[src/hdl/flac_settings.svh]
`ifndef FLAC_SETTINGS_SVH
`define FLAC_SETTINGS_SVH

// memory word width
`define FLAC_WORD_W 16

// word address width, 4k words of stream
`define FLAC_ADDR_W 12

// decoded residual width
`define FLAC_RES_W 16

// residual beats the consumer can take after reset
`define FLAC_CREDITS 4

`endif

[src/hdl/flac_pkg.sv]
`include "flac_settings.svh"

package flac_pkg;

        // job handed over with start
        typedef struct packed {
                logic [15:0] n_samples;          // block size
                logic [3:0]  pred_order;         // warm-up samples not in residual
                logic [15:0] start_word;         // word holding the method field
                logic [3:0]  start_bit;          // MSBs already used in that word
        } residual_cfg_t;

        // one decoded residual on the output
        typedef struct packed {
                logic signed [`FLAC_RES_W-1:0] residual;
                logic                          part_last;   // end of partition
                logic                          frame_last;  // end of job
        } residual_beat_t;

        // what the bit reader shows to the controller
        typedef struct packed {
                logic [`FLAC_WORD_W-1:0] bits;   // next stream bits, MSB first
                logic [4:0]              avail;  // valid bits in bits, 0 to 16
        } bit_window_t;

endpackage

[src/hdl/rice_decoder.sv]
`timescale 1ns/100ps
`include "flac_settings.svh"

module rice_decoder (
        input  logic                          iClock,
        input  logic                          rst,
        input  logic                          clear,
        input  logic                          enable,
        input  logic                          bit_in,
        input  logic [3:0]                    rice_param,
        output logic signed [`FLAC_RES_W-1:0] sample,
        output logic                          sample_valid
);

        logic                   low_phase;      // past the stop bit
        logic [`FLAC_RES_W-1:0] q_q;            // unary quotient so far
        logic [`FLAC_RES_W-1:0] low_q;          // low bits so far
        logic [3:0]             left_q;         // low bits still to come

        logic [`FLAC_RES_W-1:0] low_full;
        logic [`FLAC_RES_W-1:0] u;
        logic [`FLAC_RES_W-1:0] half;

        always_comb begin
                low_full = low_phase ? {low_q[`FLAC_RES_W-2:0], bit_in} : '0;
                u        = (q_q << rice_param) | low_full;
                half     = {1'b0, u[`FLAC_RES_W-1:1]};
                // zig-zag, odd values are negative
                sample   = u[0] ? $signed(~half) : $signed(half);
                sample_valid = enable &&
                               ((!low_phase && bit_in && rice_param == 4'd0) ||
                                (low_phase && left_q == 4'd1));
        end

        always_ff @(posedge iClock) begin
                if (rst || clear) begin
                        low_phase <= 1'b0;
                        q_q       <= '0;
                        low_q     <= '0;
                        left_q    <= '0;
                end else if (enable) begin
                        if (sample_valid) begin
                                low_phase <= 1'b0;       // rearm for next sample
                                q_q       <= '0;
                                low_q     <= '0;
                        end else if (!low_phase) begin
                                if (bit_in) begin
                                        low_phase <= 1'b1;
                                        left_q    <= rice_param;
                                end else begin
                                        q_q <= q_q + 1'b1;
                                end
                        end else begin
                                low_q  <= {low_q[`FLAC_RES_W-2:0], bit_in};
                                left_q <= left_q - 1'b1;
                        end
                end
        end

endmodule

[src/hdl/residual_decoder.sv]
`timescale 1ns/100ps
`include "flac_settings.svh"

module residual_decoder (
        input  logic                     iClock,
        input  logic                     rst,
        input  logic                     start,
        input  flac_pkg::residual_cfg_t  cfg,
        input  flac_pkg::bit_window_t    window,
        output logic [4:0]               consume,
        output logic                     restart,
        output logic [`FLAC_ADDR_W-1:0]  start_word,
        output logic [3:0]               start_bit,
        input  logic                     credit_return,
        output logic                     out_valid,
        output flac_pkg::residual_beat_t out_beat,
        output logic                     frame_done,
        output logic                     busy
);
        import flac_pkg::*;

        localparam int CRED_W = $clog2(`FLAC_CREDITS + 1);

        typedef enum logic [2:0] {
                S_IDLE,
                S_METHOD,
                S_ORDER,
                S_PARAM,
                S_RESID
        } state_t;

        state_t                        state;
        residual_cfg_t                 cfg_q;
        logic [3:0]                    order_q;
        logic [3:0]                    param_q;
        logic [15:0]                   part_q;          // partition index
        logic [15:0]                   part_left_q;     // samples left in partition
        logic [CRED_W-1:0]             credits;

        logic                          go;
        logic                          rice_en;
        logic                          rice_valid;
        logic signed [`FLAC_RES_W-1:0] rice_sample;
        logic [15:0]                   part_size;
        logic [15:0]                   last_part;
        logic                          part_end;

        rice_decoder i_rice_decoder (
                .iClock       (iClock),
                .rst          (rst),
                .clear        (restart),
                .enable       (rice_en),
                .bit_in       (window.bits[15]),
                .rice_param   (param_q),
                .sample       (rice_sample),
                .sample_valid (rice_valid)
        );

        assign restart    = start && (state == S_IDLE);
        assign start_word = cfg.start_word[`FLAC_ADDR_W-1:0];
        assign start_bit  = cfg.start_bit;
        assign busy       = (state != S_IDLE);

        always_comb begin
                go        = (credits != '0);            // no credit, no progress
                part_size = cfg_q.n_samples >> order_q;
                if (part_q == 16'd0) begin
                        part_size = part_size - {12'd0, cfg_q.pred_order};
                end
                last_part = (16'd1 << order_q) - 16'd1;
                part_end  = (part_left_q == 16'd1);
                rice_en   = 1'b0;
                consume   = 5'd0;
                case (state)
                        S_METHOD: if (go && window.avail >= 5'd2) consume = 5'd2;
                        S_ORDER:  if (go && window.avail >= 5'd4) consume = 5'd4;
                        S_PARAM:  if (go && window.avail >= 5'd4) consume = 5'd4;
                        S_RESID: begin
                                rice_en = go && (window.avail != 5'd0);
                                consume = {4'd0, rice_en};       // one bit per cycle
                        end
                        default: consume = 5'd0;
                endcase
        end

        // beat leaves in the cycle the last bit of the sample goes in
        assign out_valid           = rice_valid;
        assign out_beat.residual   = rice_sample;
        assign out_beat.part_last  = part_end;
        assign out_beat.frame_last = part_end && (part_q == last_part);
        assign frame_done          = out_valid && out_beat.frame_last;

        always_ff @(posedge iClock) begin
                if (rst) begin
                        state <= S_IDLE;
                end else begin
                        case (state)
                                S_IDLE: if (restart) begin
                                        cfg_q <= cfg;
                                        state <= S_METHOD;
                                end
                                S_METHOD: if (consume != 5'd0) begin
                                        state <= S_ORDER;   // method is ignored
                                end
                                S_ORDER: if (consume != 5'd0) begin
                                        order_q <= window.bits[15:12];
                                        part_q  <= 16'd0;
                                        state   <= S_PARAM;
                                end
                                S_PARAM: if (consume != 5'd0) begin
                                        param_q     <= window.bits[15:12];
                                        part_left_q <= part_size;
                                        state       <= S_RESID;
                                end
                                S_RESID: if (rice_valid) begin
                                        part_left_q <= part_left_q - 16'd1;
                                        if (frame_done) begin
                                                state <= S_IDLE;
                                        end else if (part_end) begin
                                                part_q <= part_q + 16'd1;
                                                state  <= S_PARAM;
                                        end
                                end
                                default: state <= S_IDLE;
                        endcase
                end
        end

        always_ff @(posedge iClock) begin
                if (rst) begin
                        credits <= CRED_W'(`FLAC_CREDITS);
                end else begin
                        case ({out_valid, credit_return})
                                2'b10:   credits <= credits - 1'b1;
                                2'b01:   credits <= credits + 1'b1;
                                default: credits <= credits;    // none or both
                        endcase
                end
        end

endmodule

[config.mk]
export PLATFORM = sky130hd
export DESIGN_NAME = residual_decoder
export DESIGN_NICKNAME = d
export VERILOG_FILES = /design/src/hdl/flac_pkg.sv /design/src/hdl/rice_decoder.sv /design/src/hdl/residual_decoder.sv
export VERILOG_INCLUDE_DIRS = /design/src /design/src/hdl
export SDC_FILE = /design/constraint.sdc
export NUM_CORES = 1
export LEC_CHECK = 0
export BUFFER_PORTS_ARGS = -buffer_cell sky130_fd_sc_hd__buf_2
export CORE_MARGIN = 2
export CORE_UTILIZATION = 35
export CTS_BUF_LIST = sky130_fd_sc_hd__clkbuf_4 sky130_fd_sc_hd__clkbuf_8
export CTS_CLUSTER_SIZE = 10
export DETAILED_ROUTE_END_ITERATION = 12
export GPL_TIMING_DRIVEN = 0
export HOLD_SLACK_MARGIN = 0.1
export PLACE_DENSITY = 0.6
export SLEW_MARGIN = 20
export SYNTH_ARGS = -nofsm -noshare
export SYNTH_HDL_FRONTEND = slang
export SYNTH_SLANG_ARGS = --single-unit
[constraint.sdc]
create_clock -name iClock -period 5.1 [get_ports iClock]
set_input_delay 0.765 -clock iClock [delete_from_list [all_inputs] [get_ports iClock]]
set_output_delay 0.765 -clock iClock [all_outputs]
set_load 0.005 [all_outputs]
-- After elaboration in Yosys (flattened, before gate mapping)
Cells that the tools add are included.
- add/subtract/negate cells: 8
- order comparisons: 2
- equal/unequal tests: 19
- shift-type cells: 3
- multiplexer cells: 34
- bitwise logic cells: 4
- reductions and logical operators: 35
- operators by type and width (kind ; count):
    $mux W16 ; 12
    $pmux W16 S2 ; 2
    $add A16 B1 Y16 const B ; 2
    $sub A16 B1 Y16 const B ; 2
    $mux W15 ; 2
    $mux W3 ; 8
    $eq A16 B1 Y1 const B ; 1
    $eq A16 B16 Y1 ; 1
    $logic_not A16 Y1 ; 1
    $not A15 Y16 ; 1
    $or A16 B16 Y16 ; 1
    $shl A1 B4 Y16 const A ; 1
    $shl A16 B4 Y16 ; 1
    $shr A16 B4 Y16 ; 1
    $sub A16 B4 Y16 ; 1
    $pmux W3 S5 ; 1
    $pmux W5 S3 ; 1
    $reduce_and A3 Y1 ; 5
    $ne A2 B2 Y1 const B ; 7
    $reduce_and A6 Y1 ; 2
    $logic_and A1 B1 Y1 ; 10
    $reduce_bool A2 Y1 ; 5
    $reduce_bool A5 Y1 ; 2
    $mux W4 ; 2
    25 further kinds ; 33
- bits in registers: 102
- input port bits: 65
- output and inout port bits: 43

-- Longest topological paths before layout
- depth after elaboration: 9
- mapped depth: 16

-- Cells and area by module
From an unflattened synthesis, not the netlist that was laid out.
- cell total of the unflattened synthesis: 801
- area total of the unflattened synthesis: 7410.9 um^2
- by module, submodules not included (module ; times used ; cells each ; area each (um^2) ; sequential area each (um^2)):
    residual_decoder ; 1 ; 493 ; 4829.6 ; 1921.8
    rice_decoder ; 1 ; 308 ; 2581.2 ; 720.7

-- Worst setup path before layout
Ideal clock, no wire load.
- kind: flip-flop to output port
- from: register order_q[2]
- to: output frame_done
- arrival time: 3.335 ns
- data required time: 4.335 ns
- path slack: 1.000 ns
- cell stages (with the launch flop): 13
- path buffers: 3
- path through: edfxtp_1 > buf_2 > buf_2 > nor2_1 > nand2_1 > ha_1 > clkbuf_1 > or4b_2 > o21ai_0 > xor2_1 > o31a_1 > nor4_4 > nor4b_1
- longest elaborated chain between the ends: 5
- ends and longest elaborated chain (item ; RTL line ; source):
    from (decl) ; residual_decoder.sv:34 ; logic [3:0] order_q;
    from (signal assigned) ; residual_decoder.sv:106 ; order_q <= window.bits[15:12];
    $shl A1 B4 Y16 ; residual_decoder.sv:70 ; last_part = (16'd1 << order_q) - 16'd1;
    $sub A16 B1 Y16 ; residual_decoder.sv:70 ;
    $eq A16 B16 Y1 ; residual_decoder.sv:90 ; assign out_beat.frame_last = part_end && (part_q == last_part);
    $logic_and A1 B1 Y1 ; residual_decoder.sv:90 ;
    $logic_and A1 B1 Y1 ; residual_decoder.sv:91 ; assign frame_done = out_valid && out_beat.frame_last;
    to (decl) ; residual_decoder.sv:17 ; output logic frame_done,
No other way between the ends.

==> flow_metrics.py <==
metrics = {
    "setup_path": {
        "rr_endpoint": "part_left_q[11]",
        "arrival_ns": 4.09,
        "end_kind": "output pin",
        "cp.required_ns": 4.34,
        "cp_max_fo": 10,
        "reg2regPathDepth": 14,
        "reg2reg_from": "order_q[2]",
        "critPathKind": "reg -> out",
        "cp-start-kind": "flip-flop",
        "crit_path_start": "order_q[0]",
        "rrSetupSlack_ns": 0.73,
    },
    "grt": {
        "grt_pass1_vias": 6064,
        "grt_start_max_net_pins": 19,
        "grt_pass1_wl_um": 31730,
        "antenna_found_initial": 0,
        "grt_overflow_total": 0,
        "grt_util_all_layers_pct": 17.66,
    },
    "sta": {
        "hold_viol_final": 0,
        "fin_crit_sh_pct": 95.13,
        "setup_slack_ns": 0.2485,
        "slew-limit-headroom_pct": 43.99,
        "holdWs_ns": 0.4684,
        "setup_viol": 0,
        "rsz0062_at_grt": "no",
        "period_needed_ns": 4.851,
        "fmax_mhz": 206.1,
        "tns_ns": 0,
        "drv_slew": 0,
        "tightest_slew_ns": 0.8337,
        "clock_skew_ns": 0.01179,
    },
    "logic_synthesis": {
        "yosys.area.top_type": "edfxtp_1",
        "synth.top_cell.area_share_pct": 24.08,
        "synth_compound_area_share_pct": 15.60,
        "synth_edf_count": 60,
        "avgSynthCellArea_um2": 9.035,
        "synth.distinct_cells": 78,
        "seq_area_frac_synth_pct": 35.32,
        "yosys_most_used_dff": "edfxtp_1",
        "ys_seq_elements": 102,
        "ys_warn_count": 0,
        "syn-cell-area_um2": 7481,
        "postSynth.asyncResetShare_pct": 0,
        "synthXorXnorAreaFrac_pct": 7.610,
        "synth_top_family_by_area": "simple AND/OR/NAND/NOR gates",
        "synthTopCellsByCount": "nor2_1 (94), edfxtp_1 (60), nand2_1 (56)",
        "synth_adder_area_share_pct": 2.709,
        "synth_simple_gate_area_share_pct": 21.63,
        "synthCells": 828,
        "synth.area.top_cells": "edfxtp_1 (24%), dfxtp_1 (11%), mux4_2 (5.1%), nor2_1 (4.7%), xnor2_1 (4.1%)",
        "synthMuxAreaShare_pct": 10.24,
        "synth.most_common_cell": "nor2_1",
    },
    "drt": {
        "vias": 6504,
        "drtIter0Drc": 431,
        "routed_wirelength_um": 19510,
        "wire_per_inst_um": 16.26,
        "drc_errors": 0,
        "ant_nets": 0,
        "viasPerCell": 5.420,
        "dr.pass1.iters": 5,
    },
    "power_and_ir_drop": {
        "clock_power_share_pct": 30.0,
        "power.total_uw": 1862,
        "internal_power_uw": 1295,
        "power_frac_seq_pct": 50.4,
        "powerDensity_nw_per_um2": 218.9,
        "swShare_pct": 30.43,
        "power_switching_uw": 566.6,
        "comb_power_share_pct": 19.6,
        "p_leak_uw": 0.003156,
        "ir_drop_mv": 0.1393,
    },
    "worst_hold_path": {
        "min_path_type": "reg -> reg",
        "hold_end": "i_rice_decoder.left_q[1]",
        "hp-start": "i_rice_decoder.left_q[1]",
        "hold_depth": 2,
    },
    "die": {
        "core_region_area_um2": 21020,
        "dieWidth_um": 150.2,
        "dieArea_um2": 22560,
        "pin_count": 108,
        "initial_utilization_pct": 35.59,
        "placementRows": 53,
        "die_h_um": 150.2,
    },
    "placed_design": {
        "hpwl_um": 15080,
        "portBuffers": 73,
        "dpl_worst_slack_ns": -0.1126,
        "placed_area_um2": 8244,
        "gp_congestion": 0.8694,
    },
    "cells_and_area": {
        "drive_gt1_share_pct": 19.78,
        "n_antenna_cell": 0,
        "final_nets": 1000,
        "area_delta_synth_final_pct": 13.70,
        "num-fill-cells": 2111,
        "multi_input_area_um2": 4370,
        "design_area_um2": 8506,
        "seq_area_um2": 2643,
    },
    "clock_tree": {
        "cts_hold_buf": 0,
        "cts.sinks": 102,
        "clockBufferDepth": 2,
        "clk_latency_ns": 0.41,
        "clockRootBuffer": "clkbuf_8",
        "cts_buffers": 9,
        "h-tree-depth": 3,
        "path_clk_slew_ns": 0.10,
        "cts_tree": "done",
    },
    "run_status": {
        "status": "complete, no violations",
    },
    "job": {
        "maxCapViolCount": 0,
    },
}
[power by group through the flow]
stage	sequential, uW	clock, uW	combinational [uW]
global placement	959	0	348
global route	944	600	406
finish	939	558	364
CTS	939	569	362
floorplan	948	0	251
detailed placement	957	0	359
[worst max-delay path, stage by stage (launching register included)]
cell      delay (ns)
edfxtp_1        0.38
buf_2           0.23
buf_2           0.26
clkbuf_2        0.27
nand3_1         0.11
ha_1            0.19
clkbuf_1        0.20
or4b_2          0.71
o21ai_0         0.16
xor2_1          0.11
o31a_1          0.29
nor4_4          0.22
buf_4           0.18
and4bb_1        0.26
buf_2           0.13
[per-stage QoR]
stage	instances	util (%)
finish	1200	40.46
global route	1200	40.46
CTS	1199	40.35
detailed placement	1181	39.22
global placement	1177	38.98
floorplan	829	-
[worst max path at each step]
stage	depth (start not counted)	endpoint	slack, ns
after floorplan	12	frame_done	1.0
after global placement	13	frame_done	-0.07
after detailed placement	13	frame_done	-0.11
after CTS	14	frame_done	0.06
after global routing	14	frame_done	0.002
final	14	out_beat[0]	0.25
[layer usage]
| metal | global-route usage [%] | share of wire [%] | up-vias |
|---|---|---|---|
| met5 | 0 | 0 | - |
| met1 | 25.00 | 49 | 3085 |
| li1 | - | - | 3227 |
| met3 | 2.515 | 3.7 | 37 |
| met4 | 6.934 | 2.8 | 0 |
| met2 | 27.21 | 45 | 155 |
[registers in the layout (all words and copies together) (netlist names)]
name	count
cfg_q	20
i_rice_decoder.q_q	16
part_left_q	16
part_q	16
i_rice_decoder.low_q	15
i_rice_decoder.left_q	4
order_q	4
param_q	4
credits	3
state	3
i_rice_decoder.low_phase	1
[what timing repair did]
item | 4_1_cts | 5_1_grt
buffers inserted | 2 | 2
endpoints found under the setup margin | 2 | 2
pin swaps | 1 | 1
hold endpoints to repair | 0 | 0
resized for setup | 4 | 2
[logic make-up (layout without fill, tap and decap cells)]
logic type,count (synthesis),count (layout)
fa+ha+maj,15,15
simple gates,311,311
buf+inv,106,202
xor+xnor,65,65
flops,102,102
compound gates,174,174
other cells,1,2
mux,54,54
[layout by cell type (no fill, tap or decap), drive strengths merged, types with 5 or more instances in the layout]
master	n
nor2b	15
nor3	23
xor2	30
xnor2	35
o21ai	31
a221oi	5
edfxtp	60
ha	13
nor3b	5
a21oi	44
nand3	22
mux2	7
or4	14
nand4	12
nor2	94
nand2	56
o31ai	8
and4	6
a211oi	10
a31oi	13
or3	19
mux4	17
and3	8
dfxtp	42
inv	32
nor4	10
and2	5
or2	6
buf	124
a22oi	27
mux2i	30
clkbuf	41
[final cells by class]
cell class	count	area share, %
inverter	30	1.324
tap	275	4.045
buffer	75	4.678
clock inverter	7	0.9562
clock buffer	9	1.456
timing repair buffer	81	5.090
sequential	102	31.07
multi-input combinational	621	51.38
Power figures use the tool's default switching activity.
