$ cat config.mk
export PLATFORM = sky130hd
export DESIGN_NAME = bit_reader
export DESIGN_NICKNAME = d
export VERILOG_FILES = /design/src/hdl/flac_pkg.sv /design/src/hdl/bit_reader.sv
export VERILOG_INCLUDE_DIRS = /design/src /design/src/hdl
export SDC_FILE = /design/constraint.sdc
export NUM_CORES = 1
export LEC_CHECK = 0
export ABC_AREA = 1
export ABC_CLOCK_PERIOD_IN_PS = 9200
export BUFFER_PORTS_ARGS = -buffer_cell sky130_fd_sc_hd__buf_2
export CAP_MARGIN = 25
export CORE_MARGIN = 2
export CORE_UTILIZATION = 40
export CTS_BUF_LIST = sky130_fd_sc_hd__clkbuf_4
export DETAILED_ROUTE_END_ITERATION = 7
export PLACE_DENSITY = 0.64
export SLEW_MARGIN = 20
export SYNTH_ARGS = -nofsm -noshare
export SYNTH_HDL_FRONTEND = slang
export SYNTH_SLANG_ARGS = --single-unit
$ cat constraint.sdc
create_clock -name iClock -period 9.2 [get_ports iClock]
set_clock_uncertainty 0.2 [all_clocks]
set_input_delay 0.92 -clock iClock [delete_from_list [all_inputs] [get_ports iClock]]
set_output_delay 0.92 -clock iClock [all_outputs]
set_load 0.02 [all_outputs]
$ cat src/hdl/flac_settings.svh
`ifndef FLAC_SETTINGS_SVH
`define FLAC_SETTINGS_SVH

// memory word width
`define FLAC_WORD_W 16

// word address width, 4k words of stream
`define FLAC_ADDR_W 12

// decoded residual width
`define FLAC_RES_W 16

// residual beats the consumer can take after reset
`define FLAC_CREDITS 4

`endif

$ cat src/hdl/flac_pkg.sv
`include "flac_settings.svh"

package flac_pkg;

        // job handed over with start
        typedef struct packed {
                logic [15:0] n_samples;          // block size
                logic [3:0]  pred_order;         // warm-up samples not in residual
                logic [15:0] start_word;         // word holding the method field
                logic [3:0]  start_bit;          // MSBs already used in that word
        } residual_cfg_t;

        // one decoded residual on the output
        typedef struct packed {
                logic signed [`FLAC_RES_W-1:0] residual;
                logic                          part_last;   // end of partition
                logic                          frame_last;  // end of job
        } residual_beat_t;

        // what the bit reader shows to the controller
        typedef struct packed {
                logic [`FLAC_WORD_W-1:0] bits;   // next stream bits, MSB first
                logic [4:0]              avail;  // valid bits in bits, 0 to 16
        } bit_window_t;

endpackage

$ cat src/hdl/bit_reader.sv
`timescale 1ns/100ps
`include "flac_settings.svh"

module bit_reader (
        input  logic                    iClock,
        input  logic                    rst,
        input  logic                    restart,
        input  logic [`FLAC_ADDR_W-1:0] start_word,
        input  logic [3:0]              start_bit,
        input  logic [4:0]              consume,
        output flac_pkg::bit_window_t   window,
        output logic [`FLAC_ADDR_W-1:0] raddr,
        input  logic [`FLAC_WORD_W-1:0] rdata
);

        logic [31:0]             buf_q;          // left aligned, zeros below fill
        logic [5:0]              fill_q;
        logic [3:0]              skip_q;         // MSBs to drop from next word
        logic                    pend_q;         // read in flight
        logic                    active_q;
        logic [`FLAC_ADDR_W-1:0] addr_q;

        logic [31:0]             buf_shift;
        logic [5:0]              fill_after;
        logic [`FLAC_WORD_W-1:0] word_trim;
        logic [4:0]              word_cnt;
        logic [31:0]             word_al;
        logic [5:0]              fill_new;
        logic                    issue;

        always_comb begin
                buf_shift  = buf_q << consume;
                fill_after = fill_q - {1'b0, consume};
                word_trim  = rdata << skip_q;                  // first word may start late
                word_cnt   = pend_q ? (5'd16 - {1'b0, skip_q}) : 5'd0;
                word_al    = {word_trim, 16'b0} >> fill_after; // lands right below valid bits
                fill_new   = fill_after + {1'b0, word_cnt};
                // room for one more word once this one is merged
                issue      = active_q && (fill_new <= 6'd16);
        end

        always_ff @(posedge iClock) begin
                if (rst) begin
                        fill_q   <= '0;
                        skip_q   <= '0;
                        pend_q   <= 1'b0;
                        active_q <= 1'b0;
                        addr_q   <= '0;
                end else if (restart) begin
                        buf_q    <= '0;
                        fill_q   <= '0;
                        skip_q   <= start_bit;
                        pend_q   <= 1'b0;           // drop a stale word
                        active_q <= 1'b1;
                        addr_q   <= start_word;
                end else begin
                        fill_q <= fill_new;
                        if (pend_q) begin
                                buf_q  <= buf_shift | word_al;
                                skip_q <= '0;
                        end else begin
                                buf_q <= buf_shift;
                        end
                        pend_q <= issue;
                        if (issue) begin
                                addr_q <= addr_q + 1'b1;
                        end
                end
        end

        assign raddr        = addr_q;           // ram samples it every cycle
        assign window.bits  = buf_q[31:16];
        assign window.avail = (fill_q >= 6'd16) ? 5'd16 : fill_q[4:0];

endmodule

### Word-level counts from Yosys, hierarchy flattened

Cells that the tools add are included.

| operators by class | value |
|---|---|
| add/subtract/negate cells | 4 |
| $lt $le $gt $ge | 2 |
| shift-type cells | 3 |
| muxes and demuxes | 7 |
| bitwise operators | 1 |
| reductions and logical operators | 4 |

Operators by type and width:

| operator | number |
|---|---|
| $mux W32 | 1 |
| $or A32 B32 Y32 | 1 |
| $shl A32 B5 Y32 | 1 |
| $shr A32 B6 Y32 | 1 |
| $mux W12 | 2 |
| $shl A16 B4 Y16 | 1 |
| $add A12 B1 Y12 const B | 1 |
| $mux W5 | 2 |
| $mux W4 | 2 |
| $add A6 B5 Y6 | 1 |
| $ge A6 B5 Y1 const B | 1 |
| $le A6 B5 Y1 const B | 1 |
| $sub A6 B5 Y6 | 1 |
| $sub A5 B4 Y5 const A | 1 |
| $reduce_bool A2 Y1 | 2 |
| $reduce_or A2 Y1 | 1 |
| $logic_and A1 B1 Y1 | 1 |

| word-level totals | value |
|---|---|
| bits in registers | 56 |
| output and inout port bits | 33 |
| word-level logic and storage cells | 27 |

### Logic depth before layout (Yosys ltp)

Gate-level depths: netlist of run 1.

| logic depth | value |
|---|---|
| word-level depth | 7 |
| depth in mapped cells | 20 |
| depth with buffers taken out | 16 |

### Worst setup path before layout of run 1

No wires, ideal clock.

| path | value |
|---|---|
| kind | input port to flip-flop |
| from | in consume[2] |
| to | reg addr_q[5], in the netlist raddr[5] |
| setup time | 69 ps |
| arrival time | 3,765 ps |
| data required time | 8,931 ps |
| path slack | 5,166 ps |
| stages | 17 |
| path buffers | 3 |
| path through | inv_1 clkbuf_1 ha_1 xnor2_1 clkbuf_1 ha_1 a21oi_1 nand2_1 nand2_1 nand2_1 a21oi_4 xnor2_2 o211ai_4 nand2_4 buf_12 nand2_2 a21oi_2 |

| on the way | value |
|---|---|
| longest elaborated chain between the ends | 5 |

Ends and longest elaborated chain:

| element | line | RTL |
|---|---|---|
| from (decl) | bit_reader.sv:10 | `input logic [4:0] consume,` |
| $sub A6 B5 Y6 | bit_reader.sv:33 | `fill_after = fill_q - {1'b0, consume};` |
| $add A6 B5 Y6 | bit_reader.sv:37 | `fill_new = fill_after + {1'b0, word_cnt};` |
| $le A6 B5 Y1 | bit_reader.sv:39 | `issue = active_q && (fill_new <= 6'd16);` |
| $logic_and A1 B1 Y1 | bit_reader.sv:39 |  |
| $reduce_bool A2 Y1 (no source line) | - |  |
| to (signal assigned) | bit_reader.sv:55 | `addr_q <= start_word;` |
| to (signal assigned) | bit_reader.sv:66 | `addr_q <= addr_q + 1'b1;` |
| to (decl) | bit_reader.sv:21 | `` logic [`FLAC_ADDR_W-1:0] addr_q; `` |

Every way passes these cells.
A chain may end at the register's enable or synchronous reset.

### Worst setup path after layout of run 1

| path | value |
|---|---|
| from | in consume[0] |
| to | reg addr_q[10], in the netlist raddr[10] |

Same word-level chain as after synthesis.

==> results of run 1 <==
## kinds of logic after synthesis
family / Yosys count / synth area share (%)
mux: 6 / 0.959
xor+xnor: 16 / 2.48
simple gates: 593 / 42.9
fa+ha+maj: 14 / 3.04
buf+inv: 132 / 11.0
flops: 56 / 23.0
compound gates: 177 / 16.6
## power by group through the flow
| stage | Combinational [uW] | Sequential (uW) | Clock [uW] |
|---|---|---|---|
| 2_1_floorplan | 328 | 301 | 0 |
| 5_1_grt | 465 | 302 | 130 |
| 3_5_place_dp | 409 | 305 | 0 |
| 3_3_place_gp | 407 | 305 | 0 |
| 4_1_cts | 410 | 299 | 120 |
| 6_report | 418 | 299 | 115 |
## Yosys cell counts (6+ instances only)
master / instances
a21oi_1: 45
a21oi_2: 11
a31oi_1: 9
buf_1: 6
buf_2: 22
buf_4: 21
clkbuf_1: 26
dfxtp_1: 24
edfxtp_1: 32
ha_1: 12
inv_1: 37
mux2i_1: 6
nand2_1: 272
nand2_2: 13
nand3_1: 223
nand4_1: 13
nor2_1: 50
o211ai_1: 14
o21ai_0: 74
o21ai_1: 7
xnor2_1: 6
xor2_1: 8
## sequential cells by signal, summed over array words and instances (netlist names)
signal	cells
active_q	1
raddr	12
buf_q	32
pend_q	1
fill_q	6
skip_q	4
## metal layers
metal  global-route usage (%)  wire, microns
met4                     7.67            514
met1                     32.3           9020
met5                        0              0
met3                     2.93            862
met2                     34.9           8320
## per-stage QoR
step / total power (uW) / setup slack [ns] / cells
after floorplan: 629 / 5.17 / 994
after global placement: 712 / 3.90 / 1199
after detailed placement: 713 / 3.82 / 1199
after CTS: 829 / 4.30 / 1207
after global routing: 896 / 4.08 / 1208
final: 832 / 4.36 / 1208
## worst max-delay path by stage
stage / endpoint / slack, ns / cells past startpoint
after CTS: raddr[10] / 4.30 / 15
after floorplan: raddr[5] / 5.17 / 17
final: raddr[10] / 4.36 / 12
after detailed placement: raddr[10] / 3.82 / 15
after global routing: raddr[10] / 4.08 / 12
after global placement: raddr[10] / 3.90 / 15
## area by class of cell
type | instances | share of cell area, %
clock buffers | 5 | 0.577
repair buffers | 78 | 6.29
clock inverters | 3 | 0.269
inverters | 49 | 3.04
well taps | 211 | 4.06
flip-flops and latches | 56 | 22.2
multi-input cells | 806 | 63.6
## worst min-delay path: cells and delay by family, from the launching register on
kind | cells | cell delay, ns
flip-flops | 1 | 0.37
AND/OR/NAND/NOR | 2 | 0.13
==> run_results.csv, run 1 <==
group,metric,value,unit
floorplanning,die_h,129,microns
synthesis,yosysTopAreaCell,"nand3_1",
cts,htreeDepth,2,
synthesis,synth_warnings,0,
cts,cts_root_buf,"clkbuf_4",
power_and_ir_drop,p_comb_share,50.2,%
sta,timing.fmax,207,MHz
floorplanning,die_x,129,microns
synthesis,synth.avg_cell_area,6.30,sq um
synthesis,synth_edf_count,32,
floorplanning,dieArea,16700,sq um
routing,drc,0,
routing,drt_iter0_markers,503,
cts,cts_made_buffers,5,
grt,grt_pass1_wl,30100,microns
floorplanning,fp-row-count,45,
finish,nFillCells,1695,
finish,design_area,6500,sq um
routing,drt_first_pass_iters,5,
finish,postLayoutCoreUtil,42.6,%
power_and_ir_drop,p_sw_share,47.2,%
hold_path,min_to,"active_q",
synthesis,ys_top_cells_by_area,"nand3_1, nand2_1, edfxtp_1",
cts,cts.path.max_buffers,2,
synthesis,synth-async-reset-ratio,0,%
power_and_ir_drop,powerDensity,128,nW/um^2
finish,layout-drive-gt1-share,14.1,%
synthesis,synth_cell_type_count,51,
critical_path,worstRegToRegCells,12,
synthesis,ys_ff_latch,56,
critical_path,critPathCaptureType,"register",
routing,viasPerCell,5.47,
finish,final_cell_mix,"nand2_1, nand3_1, o21ai_0, buf_2, nor2_1",
power_and_ir_drop,power.switching,393,uW
cts,clock_sinks,56,
sta,min_period_over_period,52.6,%
flow_run,cap_violations,0,
sta,slew-limit-headroom,39.7,%
hold_path,holdCritPathClass,"register to register",
sta,rsz0062_at_grt,"no",
synthesis,synthesis.area,6260,sq um
critical_path,critPathArrivalTime,4.96,ns
critical_path,r2r_slack,4.91,ns
routing,ant_nets,0,
finish,multi_input_area,4140,sq um
place,dp.final_hpwl,14200,microns
floorplanning,coreArea,15300,sq um
sta,hold_ws,0.327,ns
hold_path,holdPathStages,2,
routing,routed_wl,18700,microns
cts,clk-insertion-delay-late,0.42,ns
power_and_ir_drop,sequentialPowerShare,35.9,%
power_and_ir_drop,p_leak,0.00285,uW
critical_path,path_max_fanout,35,
floorplanning,start_util,41.0,%
floorplanning,io_pins,73,
sta,tightestPinTransition,0.903,ns
routing,routedWlPerCell,15.5,microns
hold_path,hp-start,"active_q",
cts,post_cts_resized,0,
sta,finalHoldViolations,0,
finish,antenna_cells,0,
cts,cts_tree,"done",
grt,grt_max_degree,59,
cts,cts_hold_buf,0,
grt,antenna_found_initial,0,
critical_path,cp-startpoint,"consume[0]",
synthesis,netlist_instances,994,
critical_path,slowest_stage,"fa_1",
sta,tns,0,ns
critical_path,cp-start-kind,"input port",
critical_path,r2r_start,"fill_q[0]",
power_and_ir_drop,p_int,439,uW
critical_path,cpPeakStageDelay,0.99,ns
grt,grt_pass1_vias,5810,
synthesis,netlist.area_leader.share,17.8,%
critical_path,cp_top_family,"adder cells",
critical_path,crit_type,"input port to register",
power_and_ir_drop,ir_drop,76.0,uV
sta,setup_viol,0,
grt,grt.total_usage,22.5,%
critical_path,timing.rr.end,"raddr[10]",
finish,nNetsFinal,1050,
sta,slew_viol_final,0,
synthesis,synth_nets,1048,
place,portBuffers,72,
grt,overflow,0,
outcome,status,"complete, no violations",
place,routabilityCongestion,0.921,
sta,fin_crit,4.84,ns
critical_path,crit_chain,"buf_2, ha_1, fa_1, inv_1, fa_1, a21oi_1, o21ai_0, xnor2_1, o211ai_4, nand2_4, nand2_1, a21oi_1",
synthesis,synthFlopType,"edfxtp_1",
finish,regArea,1440,sq um
critical_path,cp.buffers_inverters,2,
place,placed_cell_area,6440,sq um
routing,num_vias,6606,
critical_path,required,9.32,ns
finish,final_common_cell,"nand2_1",
cts,cts_setup_buffers,0,
synthesis,synth-seq-area-share,23.0,%
finish,area_growth,3.86,%
cts,clk_pin_slew,0.17,ns
power_and_ir_drop,clock_power_share,13.8,%
No activity file was read; power rests on OpenSTA's default activity.
==> run 2, diff against run 1 <==
--- a/config.mk
+++ b/config.mk
@@ -6,15 +6,15 @@
 export SDC_FILE = /design/constraint.sdc
 export NUM_CORES = 1
 export LEC_CHECK = 0
-export ABC_AREA = 1
-export ABC_CLOCK_PERIOD_IN_PS = 9200
+export ABC_AREA = 0
+export ABC_CLOCK_PERIOD_IN_PS = 4200
 export BUFFER_PORTS_ARGS = -buffer_cell sky130_fd_sc_hd__buf_2
 export CAP_MARGIN = 25
 export CORE_MARGIN = 2
 export CORE_UTILIZATION = 40
 export CTS_BUF_LIST = sky130_fd_sc_hd__clkbuf_4
 export DETAILED_ROUTE_END_ITERATION = 7
-export PLACE_DENSITY = 0.64
+export PLACE_DENSITY = 0.66
 export SLEW_MARGIN = 20
 export SYNTH_ARGS = -nofsm -noshare
 export SYNTH_HDL_FRONTEND = slang
==> constraint.sdc (replaced) <==
create_clock -name iClock -period 4.2 [get_ports iClock]
set_clock_uncertainty 0.2 [all_clocks]
set_input_delay 0.42 -clock iClock [delete_from_list [all_inputs] [get_ports iClock]]
set_output_delay 0.42 -clock iClock [all_outputs]
set_load 0.02 [all_outputs]
==> run 2 against run 1 <==
Effect of this change:
- critical path depth increased by 1
- cell count fell by 14%
- synthesized cell count is 20% lower
- register-to-register slack worse by 4.4 ns
- clock power grew 140%
- largest cell class unchanged
==> run_results.csv, run 2 <==
group,metric,value,unit
critical_path,cp-start-kind,"register",
cts,cts_made_buffers,5,
sta,finalHoldViolations,0,
synthesis,synth.avg_cell_area,8.12,sq um
power_and_ir_drop,powerDensity,283,nW/um^2
finish,regMostFlops,"buf_q",
routing,drt_iter0_markers,666,
hold_path,holdCritPathClass,"input port to register",
synthesis,synth_warnings,0,
floorplanning,coreArea,15900,sq um
grt,grt_pass1_wl,31200,microns
critical_path,critPathCaptureType,"register",
floorplanning,die_x,131,microns
sta,tns,0,ns
sta,fin_crit,3.70,ns
finish,area_growth,7.78,%
synthesis,ys_top_cells_by_area,"edfxtp_1, mux2i_1, dfxtp_1",
cts,clk-insertion-delay-late,0.43,ns
critical_path,critPathArrivalTime,3.86,ns
flow_run,cap_violations,0,
grt,grt_pass1_vias,5786,
grt,overflow,0,
synthesis,synth-async-reset-ratio,0,%
routing,routed_wl,19500,microns
power_and_ir_drop,sequentialPowerShare,33.1,%
sta,worst_slack,0.497,ns
sta,rsz0062_at_grt,"no",
hold_path,hp-start,"start_bit[1]",
power_and_ir_drop,power,1980,uW
floorplanning,start_util,40.8,%
critical_path,path_max_fanout,6,
floorplanning,fp-row-count,46,
synthesis,ys_ff_latch,56,
power_and_ir_drop,p_int,1090,uW
routing,viasPerCell,6.11,
cts,htreeDepth,2,
outcome,status,"complete, no violations",
synthesis,synthFlopType,"edfxtp_1",
cts,cts.path.max_buffers,2,
critical_path,r2r_start,"fill_q[0]",
grt,antenna_found_initial,0,
synthesis,synth-seq-area-share,22.2,%
synthesis,netlist.area_leader.share,14.8,%
cts,clock_sinks,56,
place,dp.final_hpwl,14800,microns
finish,final_common_cell,"nand2_1",
finish,final_cell_mix,"nand2_1, nor2_1, mux2i_1, buf_2, a21oi_1",
sta,slew_viol_final,0,
synthesis,synth.most_common_cell,"nand2_1",
routing,ant_nets,0,
power_and_ir_drop,p_leak,0.00282,uW
place,portBuffers,72,
sta,timing.fmax,270,MHz
finish,fin_cells,1042,
finish,largest_reg_flops,32,
finish,layout-drive-gt1-share,19.0,%
synthesis,netlist_instances,798,
synthesis,netlist_top_cells_count,"nand2_1, nor2_1, mux2i_1",
power_and_ir_drop,p_comb_share,52.8,%
finish,nNetsFinal,879,
cts,cts_hold_buf,0,
cts,cts_tree,"done",
power_and_ir_drop,ir_drop,139,uV
power_and_ir_drop,clock_power_share,14.1,%
grt,grt.total_usage,22.3,%
place,pre_cts_slack,0.275,ns
synthesis,synth_cell_type_count,73,
cts,clk_pin_slew,0.20,ns
floorplanning,io_pins,73,
sta,tightestPinTransition,0.798,ns
routing,drt_first_pass_iters,5,
critical_path,cp-startpoint,"fill_q[0]",
cts,cts_setup_buffers,0,
critical_path,required,4.36,ns
cts,post_cts_resized,0,
floorplanning,die_h,131,microns
routing,routedWlPerCell,18.8,microns
sta,min_period_over_period,88.2,%
place,routabilityCongestion,0.951,
routing,drc,0,
critical_path,crit_type,"register to register",
cts,cts_root_buf,"clkbuf_4",
sta,slew-limit-headroom,46.3,%
floorplanning,dieArea,17200,sq um
sta,setup_viol,0,
synthesis,synth_edf_count,32,
place,dp.cells,1034,
power_and_ir_drop,power.switching,889,uW
synthesis,synth_nets,852,
power_and_ir_drop,p_sw_share,45.0,%
finish,antenna_cells,0,
routing,num_vias,6365,
synthesis,yosysTopAreaCell,"edfxtp_1",
synthesis,synthesis.area,6480,sq um
grt,grt_max_degree,39,
==> run 2: cell types whose count changed in the layout (fill, tap and decap cells not counted), sizes merged, moves of 21 or more <==
cell,delta
nor3,+21
inv,-21
mux4,+21
nand3,-206
nor2,+28
nand2,-197
mux2i,+76
o21ai,-38
==> run 2: final timing paths <==
path / endpoint / slack [ns] / cells after the start
worst max-delay path: raddr[10] / 0.50 / 13
worst min-delay path: skip_q[1] / 0.02 / 3
worst max register to register: raddr[10] / 0.50 / 13
worst min register to register: active_q / 0.31 / 2
==> run 2: worst max-delay path: stages (launching register included) <==
cell and delay (ns):
dfxtp_1 0.34, inv_1 0.06, ha_1 0.22, fa_1 0.51
clkinv_1 0.14, fa_1 0.46, a21o_1 0.17, a21oi_1 0.17
xor2_1 0.21, a31o_2 0.16, and2_1 0.16, nand4_1 0.21
or3_1 0.36, a311oi_1 0.27
==> run 2: cells by family (layout without fill, tap and decap cells) <==
| logic type | after synthesis | after routing | share of synthesized area (%) |
|---|---|---|---|
| xor gates and xnor gates | 15 | 15 | 2.47 |
| adders and majority gates | 14 | 14 | 2.93 |
| buffers and inverters | 103 | 131 | 7.39 |
| and+or+nand+nor | 274 | 274 | 19.2 |
| muxes | 120 | 120 | 23.3 |
| DFF | 56 | 56 | 22.2 |
| AOI/OAI and AO/OA | 216 | 216 | 22.4 |
==> run 2: cell type report <==
cell class / count / area, sq um
Fill cell: 1654 / 8900
Multi-Input combinational cell: 639 / 4570
Sequential cell: 56 / 1440
Timing Repair Buffer: 96 / 541
Tap cell: 216 / 270
Inverter: 27 / 101
Clock buffer: 5 / 37.5
Clock inverter: 3 / 26.3
==> run 2: power by group through the flow <==
stage | clock, uW | sequential (uW) | combinational, uW
6_report | 278 | 654 | 1040
5_1_grt | 303 | 660 | 1120
4_1_cts | 285 | 654 | 1020
3_5_place_dp | 0 | 666 | 1020
3_3_place_gp | 0 | 665 | 1010
2_1_floorplan | 0 | 662 | 755
==> run 2: metrics by stage <==
stage                     hold WS [ns]  util (%)  cell area, sq um
final                           0.0198      44.0              6990
after floorplan                  0.268         -              6480
after global routing            0.0202      44.0              6990
after CTS                       0.0119      44.0              6990
after detailed placement         0.286      43.6              6920
after global placement           0.284      43.6              6920
==> run 2: routing by layer <==
layer | GRT usage [%] | up-vias | wire, microns
met3 | 3.20 | 37 | 1450
met1 | 32.7 | 3006 | 8970
met2 | 33.9 | 287 | 8670
met4 | 6.82 | 0 | 463
met5 | 0 | - | 0
li1 | - | 3035 | -
==> run 3, diff against run 2 <==
--- a/config.mk
+++ b/config.mk
@@ -7,14 +7,14 @@
 export NUM_CORES = 1
 export LEC_CHECK = 0
 export ABC_AREA = 0
-export ABC_CLOCK_PERIOD_IN_PS = 4200
+export ABC_CLOCK_PERIOD_IN_PS = 4300
 export BUFFER_PORTS_ARGS = -buffer_cell sky130_fd_sc_hd__buf_2
 export CAP_MARGIN = 25
 export CORE_MARGIN = 2
 export CORE_UTILIZATION = 40
 export CTS_BUF_LIST = sky130_fd_sc_hd__clkbuf_4
 export DETAILED_ROUTE_END_ITERATION = 7
-export PLACE_DENSITY = 0.66
+export PLACE_DENSITY = 0.64
 export SLEW_MARGIN = 20
 export SYNTH_ARGS = -nofsm -noshare
 export SYNTH_HDL_FRONTEND = slang
==> constraint.sdc (replaced) <==
create_clock -name iClock -period 4.3 [get_ports iClock]
set_clock_uncertainty 0.2 [all_clocks]
set_input_delay 0.43 -clock iClock [delete_from_list [all_inputs] [get_ports iClock]]
set_output_delay 0.43 -clock iClock [all_outputs]
set_load 0.02 [all_outputs]
==> run 3 against run 2 <==
Effect of this change:
- via count rose by 0.11%
- utilization rose by 0.079 points
- cell count did not move
- clock power fell by 1%
- cell area rose by 0.18%
- sequential power fell by 2%
- flip-flop and latch count did not move
- register-to-register slack improved by 0.098 ns
- routed wire length fell by 0.81%
- fmax barely moved
- critical path depth fell by 1
- critical endpoint unchanged
- largest cell class unchanged
- highest routed layer unchanged
==> run_results.csv, run 3 (same netlist as run 2, synthesis figures left out) <==
group,metric,value,unit
floorplanning,io_pins,73,
place,routabilityCongestion,0.947,
finish,largest_reg_flops,32,
cts,cts_root_buf,"clkbuf_4",
floorplanning,coreArea,15900,sq um
finish,nFillCells,1660,
sta,timing.fmax,270,MHz
routing,routedWlPerCell,18.6,microns
sta,slew-limit-headroom,53.2,%
grt,grt_pass1_wl,31200,microns
outcome,status,"complete, no violations",
sta,tns,0,ns
cts,cts_hold_buf,0,
routing,ant_nets,0,
floorplanning,die_x,131,microns
sta,tightestPinTransition,0.696,ns
cts,htreeDepth,2,
place,portBuffers,72,
critical_path,required,4.44,ns
sta,setup_viol,0,
finish,regMostFlops,"buf_q",
finish,nNetsFinal,879,
place,dp.final_hpwl,14900,microns
sta,rsz0062_at_grt,"no",
finish,area_growth,7.97,%
grt,overflow,0,
grt,grt_pass1_vias,5696,
cts,clock_sinks,56,
critical_path,r2r_start,"skip_q[0]",
hold_path,holdPathStages,3,
finish,final_common_cell,"nand2_1",
critical_path,r2r_slack,0.60,ns
sta,slew_viol_final,0,
floorplanning,dieArea,17200,sq um
critical_path,critPathArrivalTime,3.85,ns
power_and_ir_drop,ir_drop,132,uV
floorplanning,die_h,131,microns
critical_path,worstRegToRegCells,12,
routing,drt_first_pass_iters,5,
grt,grt_max_degree,39,
finish,fin_cells,1042,
cts,clk_pin_slew,0.19,ns
critical_path,crit_type,"register to register",
routing,routed_wl,19400,microns
cts,clk-insertion-delay-late,0.42,ns
routing,drt_iter0_markers,661,
critical_path,cp-start-kind,"register",
routing,num_vias,6372,
routing,drc,0,
cts,cts_setup_buffers,0,
cts,cts.path.max_buffers,2,
sta,min_period_over_period,86.2,%
critical_path,path_max_fanout,10,
cts,cts_made_buffers,5,
finish,antenna_cells,0,
power_and_ir_drop,p_leak,0.00283,uW
hold_path,hp-start,"start_bit[2]",
critical_path,critPathCaptureType,"register",
sta,finalHoldViolations,0,
flow_run,cap_violations,0,
cts,post_cts_resized,0,
grt,grt.total_usage,22.0,%
floorplanning,fp-row-count,46,
grt,antenna_found_initial,0,
sta,fin_crit,3.70,ns
cts,cts_tree,"done",
critical_path,timing.rr.end,"raddr[10]",
place,dp.cells,1034,
floorplanning,start_util,40.8,%
finish,layout-drive-gt1-share,19.0,%
routing,viasPerCell,6.12,
finish,final_cell_mix,"nand2_1, nor2_1, mux2i_1, buf_2, a21oi_1",
hold_path,holdCritPathClass,"input port to register",
power_and_ir_drop,powerDensity,276,nW/um^2
hold_path,min_to,"skip_q[2]",
==> run 3: how the worst max path moves through the flow <==
stage	start	to	slack, ns
floorplan	consume[2]	raddr[8]	0.05
global placement	consume[0]	raddr[10]	0.50
detailed placement	consume[0]	raddr[10]	0.38
CTS	skip_q[0]	raddr[10]	0.56
global route	skip_q[0]	raddr[10]	0.24
finish	skip_q[0]	raddr[10]	0.60
==> run 3: routing by layer <==
metal / GRT usage, % / wire [microns] / up-vias
met3: 2.93 / 1200 / 33
met1: 32.5 / 9070 / 3049
met2: 34.2 / 8770 / 255
li1: - / - / 3035
met4: 4.83 / 359 / 0
met5: 0 / 0 / -
==> run 3: cell type report <==
cell class / count / area [sq um] / share of cell area [%]
repair buffers: 96 / 553 / 7.90
inverters: 27 / 101 / 1.45
clock inverters: 3 / 26.3 / 0.375
well taps: 216 / 270 / 3.86
clock buffers: 5 / 37.5 / 0.536
multi-input cells: 639 / 4570 / 65.3
flip-flops and latches: 56 / 1440 / 20.6
==> run 3: per-stage QoR <==
step	util [%]	hold slack, ns	cell area [sq um]	power (uW)	setup WS, ns
floorplan	-	0.268	6480	1380	0.0502
global placement	43.7	0.289	6940	1640	0.496
detailed placement	43.7	0.295	6940	1650	0.378
CTS	44.1	0.0275	7000	1920	0.564
global route	44.1	0.0154	7000	2040	0.238
finish	44.1	0.0359	7000	1930	0.595
==> run 3: power breakdown <==
group | leakage, uW | total (uW) | switching [uW] | internal, uW
registers | 0.000527 | 638 | 33.0 | 605
logic | 0.00226 | 1020 | 628 | 389
clock network | 0.0000376 | 274 | 204 | 69.9
total | 0.00283 | 1930 | 865 | 1060
==> run 3: critical path, cell delays in order (launching register included) <==
cell and delay (ns):
dfxtp_1 0.57, inv_2 0.20, ha_1 0.32, and2_1 0.19, fa_1 0.46, a21o_1 0.17
a21oi_1 0.17, xor2_1 0.20, a31o_2 0.16, and2_1 0.16, nand4_1 0.19, or3_1 0.36
a311oi_1 0.27
